===== src/cu_ctrl_pkg.sv =====
`default_nettype none

package cu_ctrl_pkg;

	// Value equals the cycle number shown to the rest of the processor
	typedef enum logic [2:0]
	{
		CYC_HALT = 3'd0,
		CYC_FETCH = 3'd1,
		CYC_PC_WB = 3'd2,
		CYC_IR_LOAD = 3'd3,
		CYC_DECODE = 3'd4,
		CYC_EXEC1 = 3'd5,
		CYC_EXEC2 = 3'd6,
		CYC_EXEC3 = 3'd7
	} cycle_state_t;

	typedef logic [6:0] bus_ctrl_t;	// {byte/word, source, destination}
	typedef logic [1:0] psw_sel_t;	// PSW load source
	typedef logic [5:0] alu_op_t;	// {operation, byte/word}

	localparam logic [2:0] SRC_MDR = 3'd0;
	localparam logic [2:0] SRC_REG = 3'd1;	// Register file
	localparam logic [2:0] SRC_ALU = 3'd3;

	localparam logic [2:0] DST_MDR = 3'd0;	// MAR when on the address bus
	localparam logic [2:0] DST_REG = 3'd1;
	localparam logic [2:0] DST_IR = 3'd2;

	localparam bus_ctrl_t BUS_IDLE = 7'h7f;	// No source drives, nothing loads

	localparam psw_sel_t PSW_SEL_ALU = 2'd0;
	localparam psw_sel_t PSW_SEL_IDLE = 2'd3;

	localparam alu_op_t ALU_OP_ADD = 6'd0;	// Word add

endpackage

`default_nettype wire


===== src/cu_isa_pkg.sv =====
`default_nettype none

package cu_isa_pkg;

	typedef logic [15:0] word_t;	// PC, breakpoint and PSW width
	typedef logic [6:0] opcode_t;	// Decoded instruction number
	typedef logic [2:0] reg_sel_t;	// Register field of the instruction
	typedef logic [4:0] rnum_t;	// Register file address, bit 4 picks TEMP
	typedef logic [3:0] cond_t;	// Condition code
	typedef logic [2:0] cex_cnt_t;	// CEX true or false count
	typedef logic [4:0] flag_bits_t;	// PSW flag field

	// Branches, in condition evaluator order except BGE and BLT
	localparam opcode_t OP_BEQ = 7'd1;
	localparam opcode_t OP_BNE = 7'd2;
	localparam opcode_t OP_BC = 7'd3;
	localparam opcode_t OP_BNC = 7'd4;
	localparam opcode_t OP_BN = 7'd5;
	localparam opcode_t OP_BGE = 7'd6;
	localparam opcode_t OP_BLT = 7'd7;
	localparam opcode_t OP_BRA = 7'd8;
	localparam opcode_t OP_ADD = 7'd9;	// First register ALU op
	localparam opcode_t OP_BIS = 7'd20;	// Last of the contiguous ALU ops
	localparam opcode_t OP_MOV = 7'd21;
	localparam opcode_t OP_SWAP = 7'd22;
	localparam opcode_t OP_SRA = 7'd23;
	localparam opcode_t OP_RRC = 7'd24;
	localparam opcode_t OP_SETCC = 7'd30;
	localparam opcode_t OP_CLRCC = 7'd31;
	localparam opcode_t OP_CEX = 7'd32;

	localparam cond_t COND_EQ = 4'd0;	// Z set
	localparam cond_t COND_NE = 4'd1;	// Z clear
	localparam cond_t COND_CS = 4'd2;	// Carry set, also HS
	localparam cond_t COND_CC = 4'd3;	// Carry clear, also LO
	localparam cond_t COND_MI = 4'd4;
	localparam cond_t COND_PL = 4'd5;
	localparam cond_t COND_VS = 4'd6;
	localparam cond_t COND_VC = 4'd7;
	localparam cond_t COND_HI = 4'd8;	// C set and Z clear
	localparam cond_t COND_LS = 4'd9;	// C clear or Z set
	localparam cond_t COND_GE = 4'd10;
	localparam cond_t COND_LT = 4'd11;
	localparam cond_t COND_GT = 4'd12;
	localparam cond_t COND_LE = 4'd13;
	localparam cond_t COND_AL = 4'd14;

	localparam int PSW_C = 0;
	localparam int PSW_Z = 1;
	localparam int PSW_N = 2;
	localparam int PSW_SLP = 3;	// Sleep, halts the sequencer
	localparam int PSW_V = 4;

	localparam rnum_t RNUM_PC = 5'd7;
	localparam rnum_t RNUM_CONST2 = 5'd10;	// Constant register holding 2
	localparam rnum_t RNUM_TEMP = 5'd16;
	localparam logic [4:0] SXT_BIT_BRANCH = 5'd10;	// Sign bit of branch offset

endpackage

`default_nettype wire

===== src/cu_ifs.sv =====
`timescale 1ns/10ps
`default_nettype none

interface instr_if;
	cu_isa_pkg::opcode_t op;
	cu_isa_pkg::reg_sel_t dst;
	cu_isa_pkg::reg_sel_t srccon;	// Source register or constant index
	logic rc;	// Selects the constant bank
	logic wb;	// Byte when set
	cu_isa_pkg::cond_t cond;
	cu_isa_pkg::cex_cnt_t t_cnt;
	cu_isa_pkg::cex_cnt_t f_cnt;
	cu_isa_pkg::flag_bits_t pswb;

	modport exec_mp (input op, dst, srccon, rc, wb, cond, t_cnt, f_cnt, pswb);
endinterface

interface cex_load_if;
	logic load;	// One cycle strobe in EXEC1 of CEX
	logic result;
	cu_isa_pkg::cex_cnt_t t_cnt;
	cu_isa_pkg::cex_cnt_t f_cnt;

	modport src_mp (output load, result, t_cnt, f_cnt);
	modport dst_mp (input load, result, t_cnt, f_cnt);
endinterface

`default_nettype wire


===== src/control_unit.sv =====
`timescale 1ns/10ps
`default_nettype none

module control_unit
(
	input logic clock,
	input logic cpucycle_rst,
	input cu_isa_pkg::word_t pc,
	input cu_isa_pkg::word_t brkpnt,
	input cu_isa_pkg::opcode_t op,
	input cu_isa_pkg::reg_sel_t dst,
	input cu_isa_pkg::reg_sel_t srccon,
	input logic rc,
	input logic wb,
	input cu_isa_pkg::cond_t cond,
	input cu_isa_pkg::cex_cnt_t t_cnt,
	input cu_isa_pkg::cex_cnt_t f_cnt,
	input cu_isa_pkg::flag_bits_t pswb,
	input cu_isa_pkg::word_t psw_in,
	output logic step_done,
	output cu_ctrl_pkg::bus_ctrl_t data_bus_ctrl,
	output cu_ctrl_pkg::bus_ctrl_t addr_bus_ctrl,
	output cu_ctrl_pkg::psw_sel_t psw_bus_ctrl,
	output logic psw_update,
	output cu_ctrl_pkg::alu_op_t alu_op,
	output cu_isa_pkg::rnum_t dbus_rnum_dst,
	output cu_isa_pkg::rnum_t dbus_rnum_src,
	output cu_isa_pkg::rnum_t alu_rnum_dst,
	output cu_isa_pkg::rnum_t alu_rnum_src,
	output cu_isa_pkg::rnum_t addr_rnum_src,
	output logic s_bus_ctrl,
	output logic sxt_bus_ctrl,
	output logic sxt_shift,
	output logic [4:0] sxt_bit_num,
	output cu_isa_pkg::word_t psw_out,
	output logic id_en,
	output logic [3:0] cycle,
	output logic [7:0] cex_state_out
);

	cu_ctrl_pkg::cycle_state_t state;
	logic decode_allow;

	instr_if u_instr ();
	cex_load_if u_cex_load ();

	assign u_instr.op = op;	// Decoder fields straight from the ID
	assign u_instr.dst = dst;
	assign u_instr.srccon = srccon;
	assign u_instr.rc = rc;
	assign u_instr.wb = wb;
	assign u_instr.cond = cond;
	assign u_instr.t_cnt = t_cnt;
	assign u_instr.f_cnt = f_cnt;
	assign u_instr.pswb = pswb;

	assign cycle = {1'b0, state};	// Cycle number for the datapath

	cycle_sequencer u_seq
	(
		.clock(clock),
		.cpucycle_rst(cpucycle_rst),
		.pc(pc),
		.brkpnt(brkpnt),
		.psw_in(psw_in),
		.step_done(step_done),
		.decode_allow(decode_allow),
		.state(state),
		.id_en(id_en)
	);

	cex_tracker u_cex
	(
		.clock(clock),
		.cpucycle_rst(cpucycle_rst),
		.state(state),
		.cex_load(u_cex_load.dst_mp),
		.decode_allow(decode_allow),
		.cex_state(cex_state_out)
	);

	exec_ctrl u_exec
	(
		.clock(clock),
		.cpucycle_rst(cpucycle_rst),
		.state(state),
		.instr(u_instr.exec_mp),
		.psw_in(psw_in),
		.cex_load(u_cex_load.src_mp),
		.step_done(step_done),
		.data_bus_ctrl(data_bus_ctrl),
		.addr_bus_ctrl(addr_bus_ctrl),
		.psw_bus_ctrl(psw_bus_ctrl),
		.psw_update(psw_update),
		.alu_op(alu_op),
		.dbus_rnum_dst(dbus_rnum_dst),
		.dbus_rnum_src(dbus_rnum_src),
		.alu_rnum_dst(alu_rnum_dst),
		.alu_rnum_src(alu_rnum_src),
		.addr_rnum_src(addr_rnum_src),
		.s_bus_ctrl(s_bus_ctrl),
		.sxt_bus_ctrl(sxt_bus_ctrl),
		.sxt_shift(sxt_shift),
		.sxt_bit_num(sxt_bit_num),
		.psw_out(psw_out)
	);

endmodule

`default_nettype wire


===== src/exec_ctrl.sv =====
`timescale 1ns/10ps
`default_nettype none

module exec_ctrl
(
	input logic clock,
	input logic cpucycle_rst,
	input cu_ctrl_pkg::cycle_state_t state,
	instr_if.exec_mp instr,
	input cu_isa_pkg::word_t psw_in,
	cex_load_if.src_mp cex_load,
	output logic step_done,
	output cu_ctrl_pkg::bus_ctrl_t data_bus_ctrl,
	output cu_ctrl_pkg::bus_ctrl_t addr_bus_ctrl,
	output cu_ctrl_pkg::psw_sel_t psw_bus_ctrl,
	output logic psw_update,
	output cu_ctrl_pkg::alu_op_t alu_op,
	output cu_isa_pkg::rnum_t dbus_rnum_dst,
	output cu_isa_pkg::rnum_t dbus_rnum_src,
	output cu_isa_pkg::rnum_t alu_rnum_dst,
	output cu_isa_pkg::rnum_t alu_rnum_src,
	output cu_isa_pkg::rnum_t addr_rnum_src,
	output logic s_bus_ctrl,
	output logic sxt_bus_ctrl,
	output logic sxt_shift,
	output logic [4:0] sxt_bit_num,
	output cu_isa_pkg::word_t psw_out
);

	cu_isa_pkg::cond_t sel_code;	// Condition for branch or CEX
	logic taken;
	logic is_shift;
	logic [4:0] alu_idx;
	cu_isa_pkg::rnum_t dst_rnum;
	cu_isa_pkg::rnum_t src_rnum;
	cu_isa_pkg::rnum_t src_rc_rnum;
	cu_isa_pkg::flag_bits_t flags_nxt;

	always_comb
	begin
		case (instr.op)
			cu_isa_pkg::OP_BEQ: sel_code = cu_isa_pkg::COND_EQ;
			cu_isa_pkg::OP_BNE: sel_code = cu_isa_pkg::COND_NE;
			cu_isa_pkg::OP_BC: sel_code = cu_isa_pkg::COND_CS;
			cu_isa_pkg::OP_BNC: sel_code = cu_isa_pkg::COND_CC;
			cu_isa_pkg::OP_BN: sel_code = cu_isa_pkg::COND_MI;
			cu_isa_pkg::OP_BGE: sel_code = cu_isa_pkg::COND_GE;
			cu_isa_pkg::OP_BLT: sel_code = cu_isa_pkg::COND_LT;
			cu_isa_pkg::OP_BRA: sel_code = cu_isa_pkg::COND_AL;
			default: sel_code = instr.cond;	// CEX carries its own code
		endcase
	end

	cond_eval u_cond
	(
		.cond(sel_code),
		.flags(psw_in[4:0]),
		.taken(taken)
	);

	// SRA and RRC continue the ALU numbering after BIS, skipping MOV and SWAP
	assign is_shift = (instr.op == cu_isa_pkg::OP_SRA) || (instr.op == cu_isa_pkg::OP_RRC);
	assign alu_idx = is_shift ? 5'(instr.op - cu_isa_pkg::OP_ADD - 7'd2)
		: 5'(instr.op - cu_isa_pkg::OP_ADD);
	assign dst_rnum = {2'b00, instr.dst};
	assign src_rnum = {2'b00, instr.srccon};
	assign src_rc_rnum = {1'b0, instr.rc, instr.srccon};	// Constants sit at 8 to 15

	assign cex_load.result = taken;
	assign cex_load.t_cnt = instr.t_cnt;
	assign cex_load.f_cnt = instr.f_cnt;

	always_comb
	begin
		step_done = 1'b0;
		cex_load.load = 1'b0;
		data_bus_ctrl = cu_ctrl_pkg::BUS_IDLE;
		addr_bus_ctrl = cu_ctrl_pkg::BUS_IDLE;
		psw_bus_ctrl = cu_ctrl_pkg::PSW_SEL_IDLE;
		psw_update = 1'b0;
		alu_op = cu_ctrl_pkg::ALU_OP_ADD;
		dbus_rnum_dst = cu_isa_pkg::RNUM_PC;
		dbus_rnum_src = cu_isa_pkg::RNUM_PC;
		alu_rnum_dst = cu_isa_pkg::RNUM_PC;
		alu_rnum_src = cu_isa_pkg::RNUM_CONST2;
		addr_rnum_src = cu_isa_pkg::RNUM_PC;
		s_bus_ctrl = 1'b0;	// Register file on S-bus
		sxt_bus_ctrl = 1'b0;
		sxt_shift = 1'b0;
		sxt_bit_num = 5'd0;
		case (state)
			cu_ctrl_pkg::CYC_FETCH:
				addr_bus_ctrl = {1'b0, cu_ctrl_pkg::SRC_REG, cu_ctrl_pkg::DST_MDR};	// PC to MAR
			cu_ctrl_pkg::CYC_PC_WB:
				data_bus_ctrl = {1'b0, cu_ctrl_pkg::SRC_ALU, cu_ctrl_pkg::DST_REG};	// PC + 2 back
			cu_ctrl_pkg::CYC_IR_LOAD:
				data_bus_ctrl = {1'b0, cu_ctrl_pkg::SRC_MDR, cu_ctrl_pkg::DST_IR};
			cu_ctrl_pkg::CYC_EXEC1:
			begin
				step_done = (instr.op != cu_isa_pkg::OP_SWAP);	// Only SWAP runs on
				case (instr.op) inside
					[cu_isa_pkg::OP_ADD:cu_isa_pkg::OP_BIS], cu_isa_pkg::OP_SRA,
					cu_isa_pkg::OP_RRC:
					begin
						psw_bus_ctrl = cu_ctrl_pkg::PSW_SEL_ALU;
						psw_update = 1'b1;
						alu_op = {alu_idx, instr.wb};
						alu_rnum_dst = dst_rnum;
						alu_rnum_src = src_rc_rnum;
						dbus_rnum_dst = dst_rnum;
						data_bus_ctrl = {instr.wb, cu_ctrl_pkg::SRC_ALU, cu_ctrl_pkg::DST_REG};
					end
					cu_isa_pkg::OP_MOV:
					begin
						dbus_rnum_src = src_rnum;
						dbus_rnum_dst = dst_rnum;
						data_bus_ctrl = {instr.wb, cu_ctrl_pkg::SRC_REG, cu_ctrl_pkg::DST_REG};
					end
					cu_isa_pkg::OP_SWAP:
					begin
						dbus_rnum_src = src_rnum;	// Park source in TEMP
						dbus_rnum_dst = cu_isa_pkg::RNUM_TEMP;
						data_bus_ctrl = {1'b0, cu_ctrl_pkg::SRC_REG, cu_ctrl_pkg::DST_REG};
					end
					[cu_isa_pkg::OP_BEQ:cu_isa_pkg::OP_BRA]:
					begin
						if (taken)
						begin
							s_bus_ctrl = 1'b1;	// Offset from sign extender
							sxt_bus_ctrl = 1'b1;
							sxt_shift = 1'b1;	// Word offset
							sxt_bit_num = cu_isa_pkg::SXT_BIT_BRANCH;
							data_bus_ctrl = {1'b0, cu_ctrl_pkg::SRC_ALU, cu_ctrl_pkg::DST_REG};
						end
					end
					cu_isa_pkg::OP_CEX: cex_load.load = 1'b1;
					default: step_done = 1'b1;	// SETCC, CLRCC in PSW register
				endcase
			end
			cu_ctrl_pkg::CYC_EXEC2:
			begin
				step_done = (instr.op != cu_isa_pkg::OP_SWAP);
				dbus_rnum_src = dst_rnum;	// dst into src
				dbus_rnum_dst = src_rnum;
				if (instr.op == cu_isa_pkg::OP_SWAP)
					data_bus_ctrl = {1'b0, cu_ctrl_pkg::SRC_REG, cu_ctrl_pkg::DST_REG};
			end
			cu_ctrl_pkg::CYC_EXEC3:
			begin
				step_done = 1'b1;
				dbus_rnum_src = cu_isa_pkg::RNUM_TEMP;	// TEMP into dst
				dbus_rnum_dst = dst_rnum;
				if (instr.op == cu_isa_pkg::OP_SWAP)
					data_bus_ctrl = {1'b0, cu_ctrl_pkg::SRC_REG, cu_ctrl_pkg::DST_REG};
			end
			default: step_done = 1'b0;	// HALT and DECODE drive nothing
		endcase
	end

	always_comb
	begin
		flags_nxt = psw_in[4:0];
		if (state == cu_ctrl_pkg::CYC_EXEC1)
		begin
			if (instr.op == cu_isa_pkg::OP_SETCC)
				flags_nxt = psw_in[4:0] | instr.pswb;
			else if (instr.op == cu_isa_pkg::OP_CLRCC)
				flags_nxt = psw_in[4:0] & ~instr.pswb;
		end
	end

	always_ff @(posedge clock)
	begin
		if (cpucycle_rst)
			psw_out <= '0;
		else
			psw_out <= {psw_in[15:5], flags_nxt};	// Follows psw_in one cycle late
	end

	// SWAP walks through EXEC2 and ends only in EXEC3
	a_swap_steps: assert property (@(posedge clock) disable iff (cpucycle_rst)
		((state == cu_ctrl_pkg::CYC_EXEC1) && (instr.op == cu_isa_pkg::OP_SWAP))
		|=> ((state == cu_ctrl_pkg::CYC_EXEC2) && !step_done)
		##1 ((state == cu_ctrl_pkg::CYC_EXEC3) && step_done));

endmodule

`default_nettype wire


===== src/cond_eval.sv =====
`timescale 1ns/10ps
`default_nettype none

module cond_eval
(
	input cu_isa_pkg::cond_t cond,
	input cu_isa_pkg::flag_bits_t flags,
	output logic taken
);

	logic flag_c;
	logic flag_z;
	logic flag_n;
	logic flag_v;

	assign flag_c = flags[cu_isa_pkg::PSW_C];
	assign flag_z = flags[cu_isa_pkg::PSW_Z];
	assign flag_n = flags[cu_isa_pkg::PSW_N];
	assign flag_v = flags[cu_isa_pkg::PSW_V];

	always_comb
	begin
		case (cond)
			cu_isa_pkg::COND_EQ: taken = flag_z;
			cu_isa_pkg::COND_NE: taken = !flag_z;
			cu_isa_pkg::COND_CS: taken = flag_c;
			cu_isa_pkg::COND_CC: taken = !flag_c;
			cu_isa_pkg::COND_MI: taken = flag_n;
			cu_isa_pkg::COND_PL: taken = !flag_n;
			cu_isa_pkg::COND_VS: taken = flag_v;
			cu_isa_pkg::COND_VC: taken = !flag_v;
			cu_isa_pkg::COND_HI: taken = flag_c && !flag_z;	// Unsigned higher
			cu_isa_pkg::COND_LS: taken = !flag_c || flag_z;
			cu_isa_pkg::COND_GE: taken = (flag_n == flag_v);	// Signed compares
			cu_isa_pkg::COND_LT: taken = (flag_n != flag_v);
			cu_isa_pkg::COND_GT: taken = !flag_z && (flag_n == flag_v);
			cu_isa_pkg::COND_LE: taken = flag_z || (flag_n != flag_v);
			cu_isa_pkg::COND_AL: taken = 1'b1;
			default: taken = 1'b0;	// Code 15 never holds
		endcase
	end

endmodule

`default_nettype wire


===== src/cex_tracker.sv =====
`timescale 1ns/10ps
`default_nettype none

module cex_tracker
(
	input logic clock,
	input logic cpucycle_rst,
	input cu_ctrl_pkg::cycle_state_t state,
	cex_load_if.dst_mp cex_load,
	output logic decode_allow,
	output logic [7:0] cex_state
);

	logic active;	// CEX block in progress
	logic result;	// Condition outcome at load
	cu_isa_pkg::cex_cnt_t t_cnt;
	cu_isa_pkg::cex_cnt_t f_cnt;
	cu_isa_pkg::cex_cnt_t t_nxt;
	cu_isa_pkg::cex_cnt_t f_nxt;
	logic t_dec;

	assign cex_state = {active, result, t_cnt, f_cnt};

	// True instructions run first, false ones only once the true count is spent
	assign decode_allow = !active || (result && (t_cnt != 3'd0))
		|| (!result && (t_cnt == 3'd0) && (f_cnt != 3'd0));

	assign t_dec = (t_cnt != 3'd0);
	assign t_nxt = t_dec ? t_cnt - 3'd1 : t_cnt;
	assign f_nxt = (!t_dec && (f_cnt != 3'd0)) ? f_cnt - 3'd1 : f_cnt;

	always_ff @(posedge clock)
	begin
		if (cpucycle_rst)
		begin
			active <= 1'b0;
			result <= 1'b0;
			t_cnt <= 3'd0;
			f_cnt <= 3'd0;
		end
		else if (cex_load.load)
		begin
			active <= 1'b1;
			result <= cex_load.result;
			t_cnt <= cex_load.t_cnt;
			f_cnt <= cex_load.f_cnt;
		end
		else if ((state == cu_ctrl_pkg::CYC_DECODE) && active)
		begin
			t_cnt <= t_nxt;
			f_cnt <= f_nxt;
			active <= (t_nxt != 3'd0) || (f_nxt != 3'd0);	// Block ends when both spent
		end
	end

	// Between loads the counts only fall, so neither wraps below zero
	a_no_underflow: assert property (@(posedge clock) disable iff (cpucycle_rst)
		!cex_load.load |=> ((t_cnt <= $past(t_cnt)) && (f_cnt <= $past(f_cnt))));

endmodule

`default_nettype wire


===== src/cycle_sequencer.sv =====
`timescale 1ns/10ps
`default_nettype none

module cycle_sequencer
(
	input logic clock,
	input logic cpucycle_rst,
	input cu_isa_pkg::word_t pc,
	input cu_isa_pkg::word_t brkpnt,
	input cu_isa_pkg::word_t psw_in,
	input logic step_done,
	input logic decode_allow,
	output cu_ctrl_pkg::cycle_state_t state,
	output logic id_en
);

	cu_ctrl_pkg::cycle_state_t state_nxt;
	cu_ctrl_pkg::cycle_state_t end_state;	// Where an ending instruction goes
	logic halt_cause;

	assign halt_cause = (pc == brkpnt) || psw_in[cu_isa_pkg::PSW_SLP];	// Breakpoint or sleep
	assign end_state = halt_cause ? cu_ctrl_pkg::CYC_HALT : cu_ctrl_pkg::CYC_FETCH;
	assign id_en = (state == cu_ctrl_pkg::CYC_DECODE) && decode_allow;

	always_comb
	begin
		state_nxt = end_state;	// HALT and EXEC3 leave the same way
		case (state)
			cu_ctrl_pkg::CYC_FETCH: state_nxt = cu_ctrl_pkg::CYC_PC_WB;
			cu_ctrl_pkg::CYC_PC_WB: state_nxt = cu_ctrl_pkg::CYC_IR_LOAD;
			cu_ctrl_pkg::CYC_IR_LOAD: state_nxt = cu_ctrl_pkg::CYC_DECODE;
			cu_ctrl_pkg::CYC_DECODE:
			begin
				if (decode_allow)
					state_nxt = cu_ctrl_pkg::CYC_EXEC1;	// Else skipped by CEX
			end
			cu_ctrl_pkg::CYC_EXEC1:
			begin
				if (!step_done)
					state_nxt = cu_ctrl_pkg::CYC_EXEC2;
			end
			cu_ctrl_pkg::CYC_EXEC2:
			begin
				if (!step_done)
					state_nxt = cu_ctrl_pkg::CYC_EXEC3;
			end
			default: state_nxt = end_state;
		endcase
	end

	always_ff @(posedge clock)
	begin
		if (cpucycle_rst)
			state <= cu_ctrl_pkg::CYC_HALT;
		else
			state <= state_nxt;
	end

	// States past FETCH are entered only from the one just before
	a_state_legal: assert property (@(posedge clock) disable iff (cpucycle_rst)
		(state inside {[cu_ctrl_pkg::CYC_PC_WB:cu_ctrl_pkg::CYC_EXEC3]})
		|-> ($past(state) == state - 3'd1));

endmodule

`default_nettype wire


===== config.mk =====
export PLATFORM = sky130hd
export DESIGN_NAME = control_unit
export DESIGN_NICKNAME = d
export VERILOG_FILES = /design/src/cu_ctrl_pkg.sv /design/src/cu_isa_pkg.sv /design/src/cu_ifs.sv /design/src/control_unit.sv /design/src/exec_ctrl.sv /design/src/cond_eval.sv /design/src/cex_tracker.sv /design/src/cycle_sequencer.sv
export SDC_FILE = /design/constraint.sdc
export NUM_CORES = 1
export LEC_CHECK = 0
export BUFFER_PORTS_ARGS = -buffer_cell sky130_fd_sc_hd__buf_2
export CAP_MARGIN = 30
export CORE_ASPECT_RATIO = 1.75
export CORE_UTILIZATION = 40
export DETAILED_ROUTE_END_ITERATION = 6
export GPL_ROUTABILITY_DRIVEN = 1
export HOLD_SLACK_MARGIN = 0.06
export PLACE_DENSITY = 0.75
export RECOVER_POWER = 25
export SYNTH_ARGS = -nofsm -noshare
export SYNTH_HDL_FRONTEND = slang
export SYNTH_SLANG_ARGS = --single-unit

===== constraint.sdc =====
create_clock -name clock -period 3.8 [get_ports clock]
set_clock_uncertainty 0.2 [all_clocks]
set_input_delay 0.19 -clock clock [delete_from_list [all_inputs] [get_ports clock]]
set_output_delay 0.19 -clock clock [all_outputs]
set_load 0.03 [all_outputs]

==> results.cfg, run 1 <==
[run_status]
status = finished clean

[power_and_ir_drop]
p_seq_frac = 0.341
swShare = 0.371
p_switching_mw = 0.340
p_int_mw = 0.578
power.share.clock = 0.272
combPwrFrac = 0.387
peakVddDrop_v = 0.000263
powerDensity_nw_per_um2 = 246
power_leakage_nw = 1.67

[worst_setup_path]
required_ns = 3.41
path_buf_inv = 3
slowest_stage = a2111oi_1
cp_top_family = compound AO/OA/AOI/OAI gates
critPathMaxFanout = 10
r2r_cells = 7
critical_path.max_stage_delay_ns = 0.44
crit_cells = 11
end_kind = primary output
cp_cell_sequence = buf_2, inv_1, ha_1, nor2_1, o21ai_1, a221oi_1, a2111oi_1, o21ai_1, nand4_2, and3b_1, buf_2
critPathArrivalTime_ns = 2.71
critPathKind = in2out
critPathLaunchType = input port

[drt]
wl_um = 8260
drc = 0
dr_total_vias = 3221
firstDrtPassIters = 5
via_per_inst = 5.31
wire_per_inst_um = 13.6
drtIter0Drc = 176
antenna_left = 0

[clock_network]
cts.repair.resized = 0
cts_tree = done
root_buffer = clkbuf_16
cts_buffers = 3
clock-sinks = 27
cts.reportedPaths.clkPinSlew_ns = 0.07
clk_path_buf_depth = 2
insertion_delay_ns = 0.26
cts_max_level = 1

[sta]
hold_violations = 0
slew_headroom = 0.603
min_period_over_period = 0.816
finalMaxSlewViolations = 0
fin_crit_ns = 3.10
setup_violations = 0
worstMarginPinSlew_ns = 0.594
rsz0062_at_grt = false
setup_tns_ns = 0
fmax_mhz = 323

[layout]
layout_common_cells = 137 x buf_2, 34 x nand2_1, 30 x nor2_1, 27 x dlygate4sd3_1, 27 x dfxtp_1
utilization = 0.567
n_antenna_cell = 0
layout_commonest_cell = buf_2
area_growth_pct = 34.9
final_nets = 616
drive_gt1_frac = 0.297

[hold_path]
min_path_type = in2reg
hold_depth = 4

[die]
die_width_um = 64.9
io_pins = 166
core-area_um2 = 6590
rows = 39
start_util = 0.420
die_y_um = 112
die_area_um2 = 7270

[place]
hpwlAfterDp_um = 6480
port_buffers = 150
gp_congestion = 0.886

[global_route]
grt_pass1_wl_um = 13300
grt_max_degree = 29
grt_usage = 0.226
grt_pass1_vias = 3025
grt.overflow.total = 0
antenna_found_initial = 0

[synthesis]
synthDistinctLibCells = 68
synth_warnings = 0
synth_seq_cells = 27
ys_seq_area_frac = 0.195
syn_area_per_cell_um2 = 7.40
synthCells = 374
syn-cell-area_um2 = 2770
ys_async_sr_fraction = 0
synth-edff-count = 0
synth_flop_cell = dfxtp_1

[job]
drv_cap = 0
[cell families after synthesis]
logic type,Yosys count,synth area share
DFF,27,0.195
and+or+nand+nor,144,0.274
AOI/OAI and AO/OA,96,0.247
other,2,0.00271
buffers and inverters,62,0.127
xor gates and xnor gates,25,0.0791
muxes,8,0.0294
adders and majority gates,10,0.0452
[final timing paths]
path,start,end,slack [ns]
worst max-delay path,op[0],sxt_bit_num[1],0.70
worst max register to register,u_seq.state[0],u_exec.psw_out[4],1.19
worst min register to register,u_cex.active,u_cex.active,0.32
worst min-delay path,psw_in[3],u_seq.state[0],0.07
[worst min-delay path, delay by kind of cell]
kind	cells	cell delay, ns
AOI/OAI and AO/OA	2	0.13
buffers and inverters	1	0.09
and+or+nand+nor	1	0.06
[registers in the layout, summed over array words and instances (netlist names)]
signal and count:
u_exec.psw_out 16, u_cex.result 1, u_seq.state 3, u_cex.active 1, u_cex.f_cnt 3, u_cex.t_cnt 3
[what timing repair did]
item,in CTS,in global routing
endpoints found under the hold margin,22,0
setup buffers,0,0
setup endpoints to repair,0,0
hold buffers,27,0
[layout make-up]
class | instances | area [µm²]
Clock inverter | 1 | 8.76
Inverter | 17 | 63.8
Tap cell | 82 | 103
Clock buffer | 3 | 75.1
Multi-Input combinational cell | 298 | 1920
Fill cell | 674 | 2850
Sequential cell | 27 | 541
Timing Repair Buffer | 179 | 1020
[synth_stat cells, types with 6 or more instances]
| master | count | share of area |
|---|---|---|
| a211oi_1 | 8 | 0.022 |
| inv_1 | 16 | 0.022 |
| nand2b_1 | 10 | 0.023 |
| nor2_1 | 30 | 0.041 |
| buf_4 | 29 | 0.079 |
| nor3_1 | 9 | 0.016 |
| xnor2_1 | 22 | 0.070 |
| o21ai_1 | 7 | 0.013 |
| ha_1 | 10 | 0.045 |
| nand2_1 | 34 | 0.046 |
| clkbuf_1 | 11 | 0.015 |
| nor2b_1 | 19 | 0.043 |
| dfxtp_1 | 27 | 0.20 |
| o21ai_0 | 16 | 0.029 |
| a21oi_1 | 19 | 0.034 |
| mux2i_1 | 7 | 0.025 |
| and2_1 | 6 | 0.014 |
| nand3_1 | 8 | 0.014 |
[power groups by stage]
stage / sequential (mW) / combinational, mW / clock, mW
CTS: 0.312 / 0.357 / 0.258
global route: 0.316 / 0.385 / 0.265
finish: 0.313 / 0.356 / 0.250
global placement: 0.318 / 0.329 / 0
floorplan: 0.335 / 0.236 / 0
detailed placement: 0.319 / 0.335 / 0
[routing by layer]
metal | share of wire | routed length (µm) | GRT usage
met4 | 0.029 | 239 | 0.0904
met2 | 0.56 | 4610 | 0.433
met5 | 0 | 0 | 0
met3 | 0.041 | 337 | 0.0224
met1 | 0.37 | 3070 | 0.240
[per-stage QoR]
| stage | cell area (µm²) | hold WS, ns | setup slack, ns | power, mW | std cells |
|---|---|---|---|---|---|
| after floorplan | 2820 | 0.118 | 0.601 | 0.571 | 387 |
| after global placement | 3400 | 0.201 | 0.830 | 0.648 | 576 |
| after detailed placement | 3400 | 0.204 | 0.736 | 0.654 | 576 |
| after CTS | 3750 | 0.0808 | 0.732 | 0.927 | 607 |
| after global routing | 3730 | 0.0867 | 0.535 | 0.965 | 607 |
| final | 3730 | 0.0656 | 0.700 | 0.918 | 607 |
Note: power is estimated with default switching activity, not from simulation.
==> inputs of run 2 (changes only) <==
==> constraint.sdc (replaced) <==
create_clock -name clock -period 3.1 [get_ports clock]
set_clock_uncertainty 0.2 [all_clocks]
set_input_delay 0.155 -clock clock [delete_from_list [all_inputs] [get_ports clock]]
set_output_delay 0.155 -clock clock [all_outputs]
set_load 0.03 [all_outputs]
==> results.cfg, run 2 (synthesis results as in run 1) <==
[clock_network]
post-cts-setup-buffer-count = 0
cts_buffers = 3
clk_path_buf_depth = 2
cts_tree = done
cts_max_level = 1
clock-sinks = 27
root_buffer = clkbuf_16
insertion_delay_ns = 0.26
cts.reportedPaths.clkPinSlew_ns = 0.07

[power_and_ir_drop]
p_int_mw = 0.713
swShare = 0.370
powerDensity_nw_per_um2 = 298
finalPower_mw = 1.13
p_seq_frac = 0.330
combPwrFrac = 0.406
peakVddDrop_v = 0.000273
power.share.clock = 0.264
p_switching_mw = 0.419
power_leakage_nw = 1.71

[drt]
via_per_inst = 5.16
firstDrtPassIters = 4
antenna_left = 0
drc = 0
wl_um = 8690
wire_per_inst_um = 14.1
dr_total_vias = 3175
drtIter0Drc = 160

[place]
port_buffers = 150
hpwlAfterDp_um = 6750
gp_congestion = 0.864

[sta]
finalMaxSlewViolations = 0
fmax_mhz = 340
min_period_over_period = 0.949
setup_tns_ns = 0
slew_headroom = 0.586
rsz0062_at_grt = false
worstMarginPinSlew_ns = 0.619
fin_crit_ns = 2.94
setup_violations = 0
hold_violations = 0

[die]
die_area_um2 = 7270
die_width_um = 64.9
core-area_um2 = 6590
rows = 39
start_util = 0.420
io_pins = 166
die_y_um = 112

[worst_setup_path]
cp_top_family = multiplexers
slowest_stage = o221a_2
end_kind = primary output
critPathLaunchType = input port
cp_cell_sequence = buf_2, inv_1, ha_1, mux2i_1, o221a_2, a32oi_2, mux2i_1, mux2i_1, nand4_2, and3b_1, buf_2
critical_path.max_stage_delay_ns = 0.32
critPathKind = in2out
critPathMaxFanout = 7
critPathArrivalTime_ns = 2.59
path_buf_inv = 3
required_ns = 2.74
cpMostUsedCell = mux2i_1

[job]
drv_cap = 0

[global_route]
antenna_found_initial = 0
grt_pass1_vias = 3028
grt.overflow.total = 0
grt_usage = 0.234
grt_pass1_wl_um = 13700
grt_max_degree = 29

[layout]
layout_common_cells = 137 x buf_2, 34 x nand2_1, 30 x nor2_1, 28 x dlygate4sd3_1, 27 x dfxtp_1
largest_reg_flops = 16
area_growth_pct = 37.2
layout_commonest_cell = buf_2
drive_gt1_frac = 0.308
regMostFlops = u_exec.psw_out
fillers = 667
n_antenna_cell = 0
final_nets = 624

[hold_path]
min_path_type = in2reg

[run_status]
status = finished clean
## run 2: stage by stage
step                setup slack [ns]  utilization  hold WS, ns  cell area, µm²  cells
detailed placement             0.202        0.524        0.169            3450    583
CTS                            0.196        0.579        0.141            3820    615
floorplan                      0.153            -       0.0832            2820    387
global route                  0.0302        0.577        0.165            3800    615
finish                         0.159        0.577        0.142            3800    615
global placement               0.242        0.524        0.162            3450    583
## run 2: repair_timing
action	4_1_cts	5_1_grt
resized for setup	0	0
endpoints found under the hold margin	23	0
hold buffers	28	0
## run 2: final timing paths
check / startpoint / to / slack [ns] / depth (start not counted)
worst max-delay path: op[0] / sxt_bus_ctrl / 0.16 / 11
worst min-delay path: cpucycle_rst / u_cex.f_cnt[1] / 0.14 / 2
worst min register to register: u_cex.active / u_cex.active / 0.31 / 2
worst max register to register: u_seq.state[0] / u_cex.f_cnt[2] / 0.63 / 8
## run 2: metal layers
layer  vias to the layer above  wire (µm)  track usage
met5                         -          0            0
met4                         0         87       0.0607
met3                         6        371       0.0376
met2                        89       4930        0.460
met1                      1479       3290        0.244
li1                       1601          -            -
## run 2: final cells by class
cell class,instances,area [µm²],area share
Clock buffer,3,75.1,0.0198
Tap cell,82,103,0.0270
Sequential cell,27,541,0.142
Multi-Input combinational cell,298,1930,0.507
Timing Repair Buffer,187,1080,0.285
Clock inverter,1,7.51,0.00198
Inverter,17,63.8,0.0168
## run 2: worst register-to-register path: stages, from the launching register on
cell	delay (ns)
dfxtp_1	0.32
buf_4	0.20
nand2_1	0.19
nor2_1	0.13
buf_4	0.20
o221ai_2	0.17
nand3b_1	0.56
mux2i_1	0.31
nor2_1	0.06
## run 2: power groups by stage
stage	Sequential, mW	Combinational (mW)	Clock, mW
2_1_floorplan	0.410	0.291	0
4_1_cts	0.373	0.459	0.307
6_report	0.374	0.460	0.299
5_1_grt	0.375	0.496	0.320
3_3_place_gp	0.380	0.425	0
3_5_place_dp	0.381	0.431	0
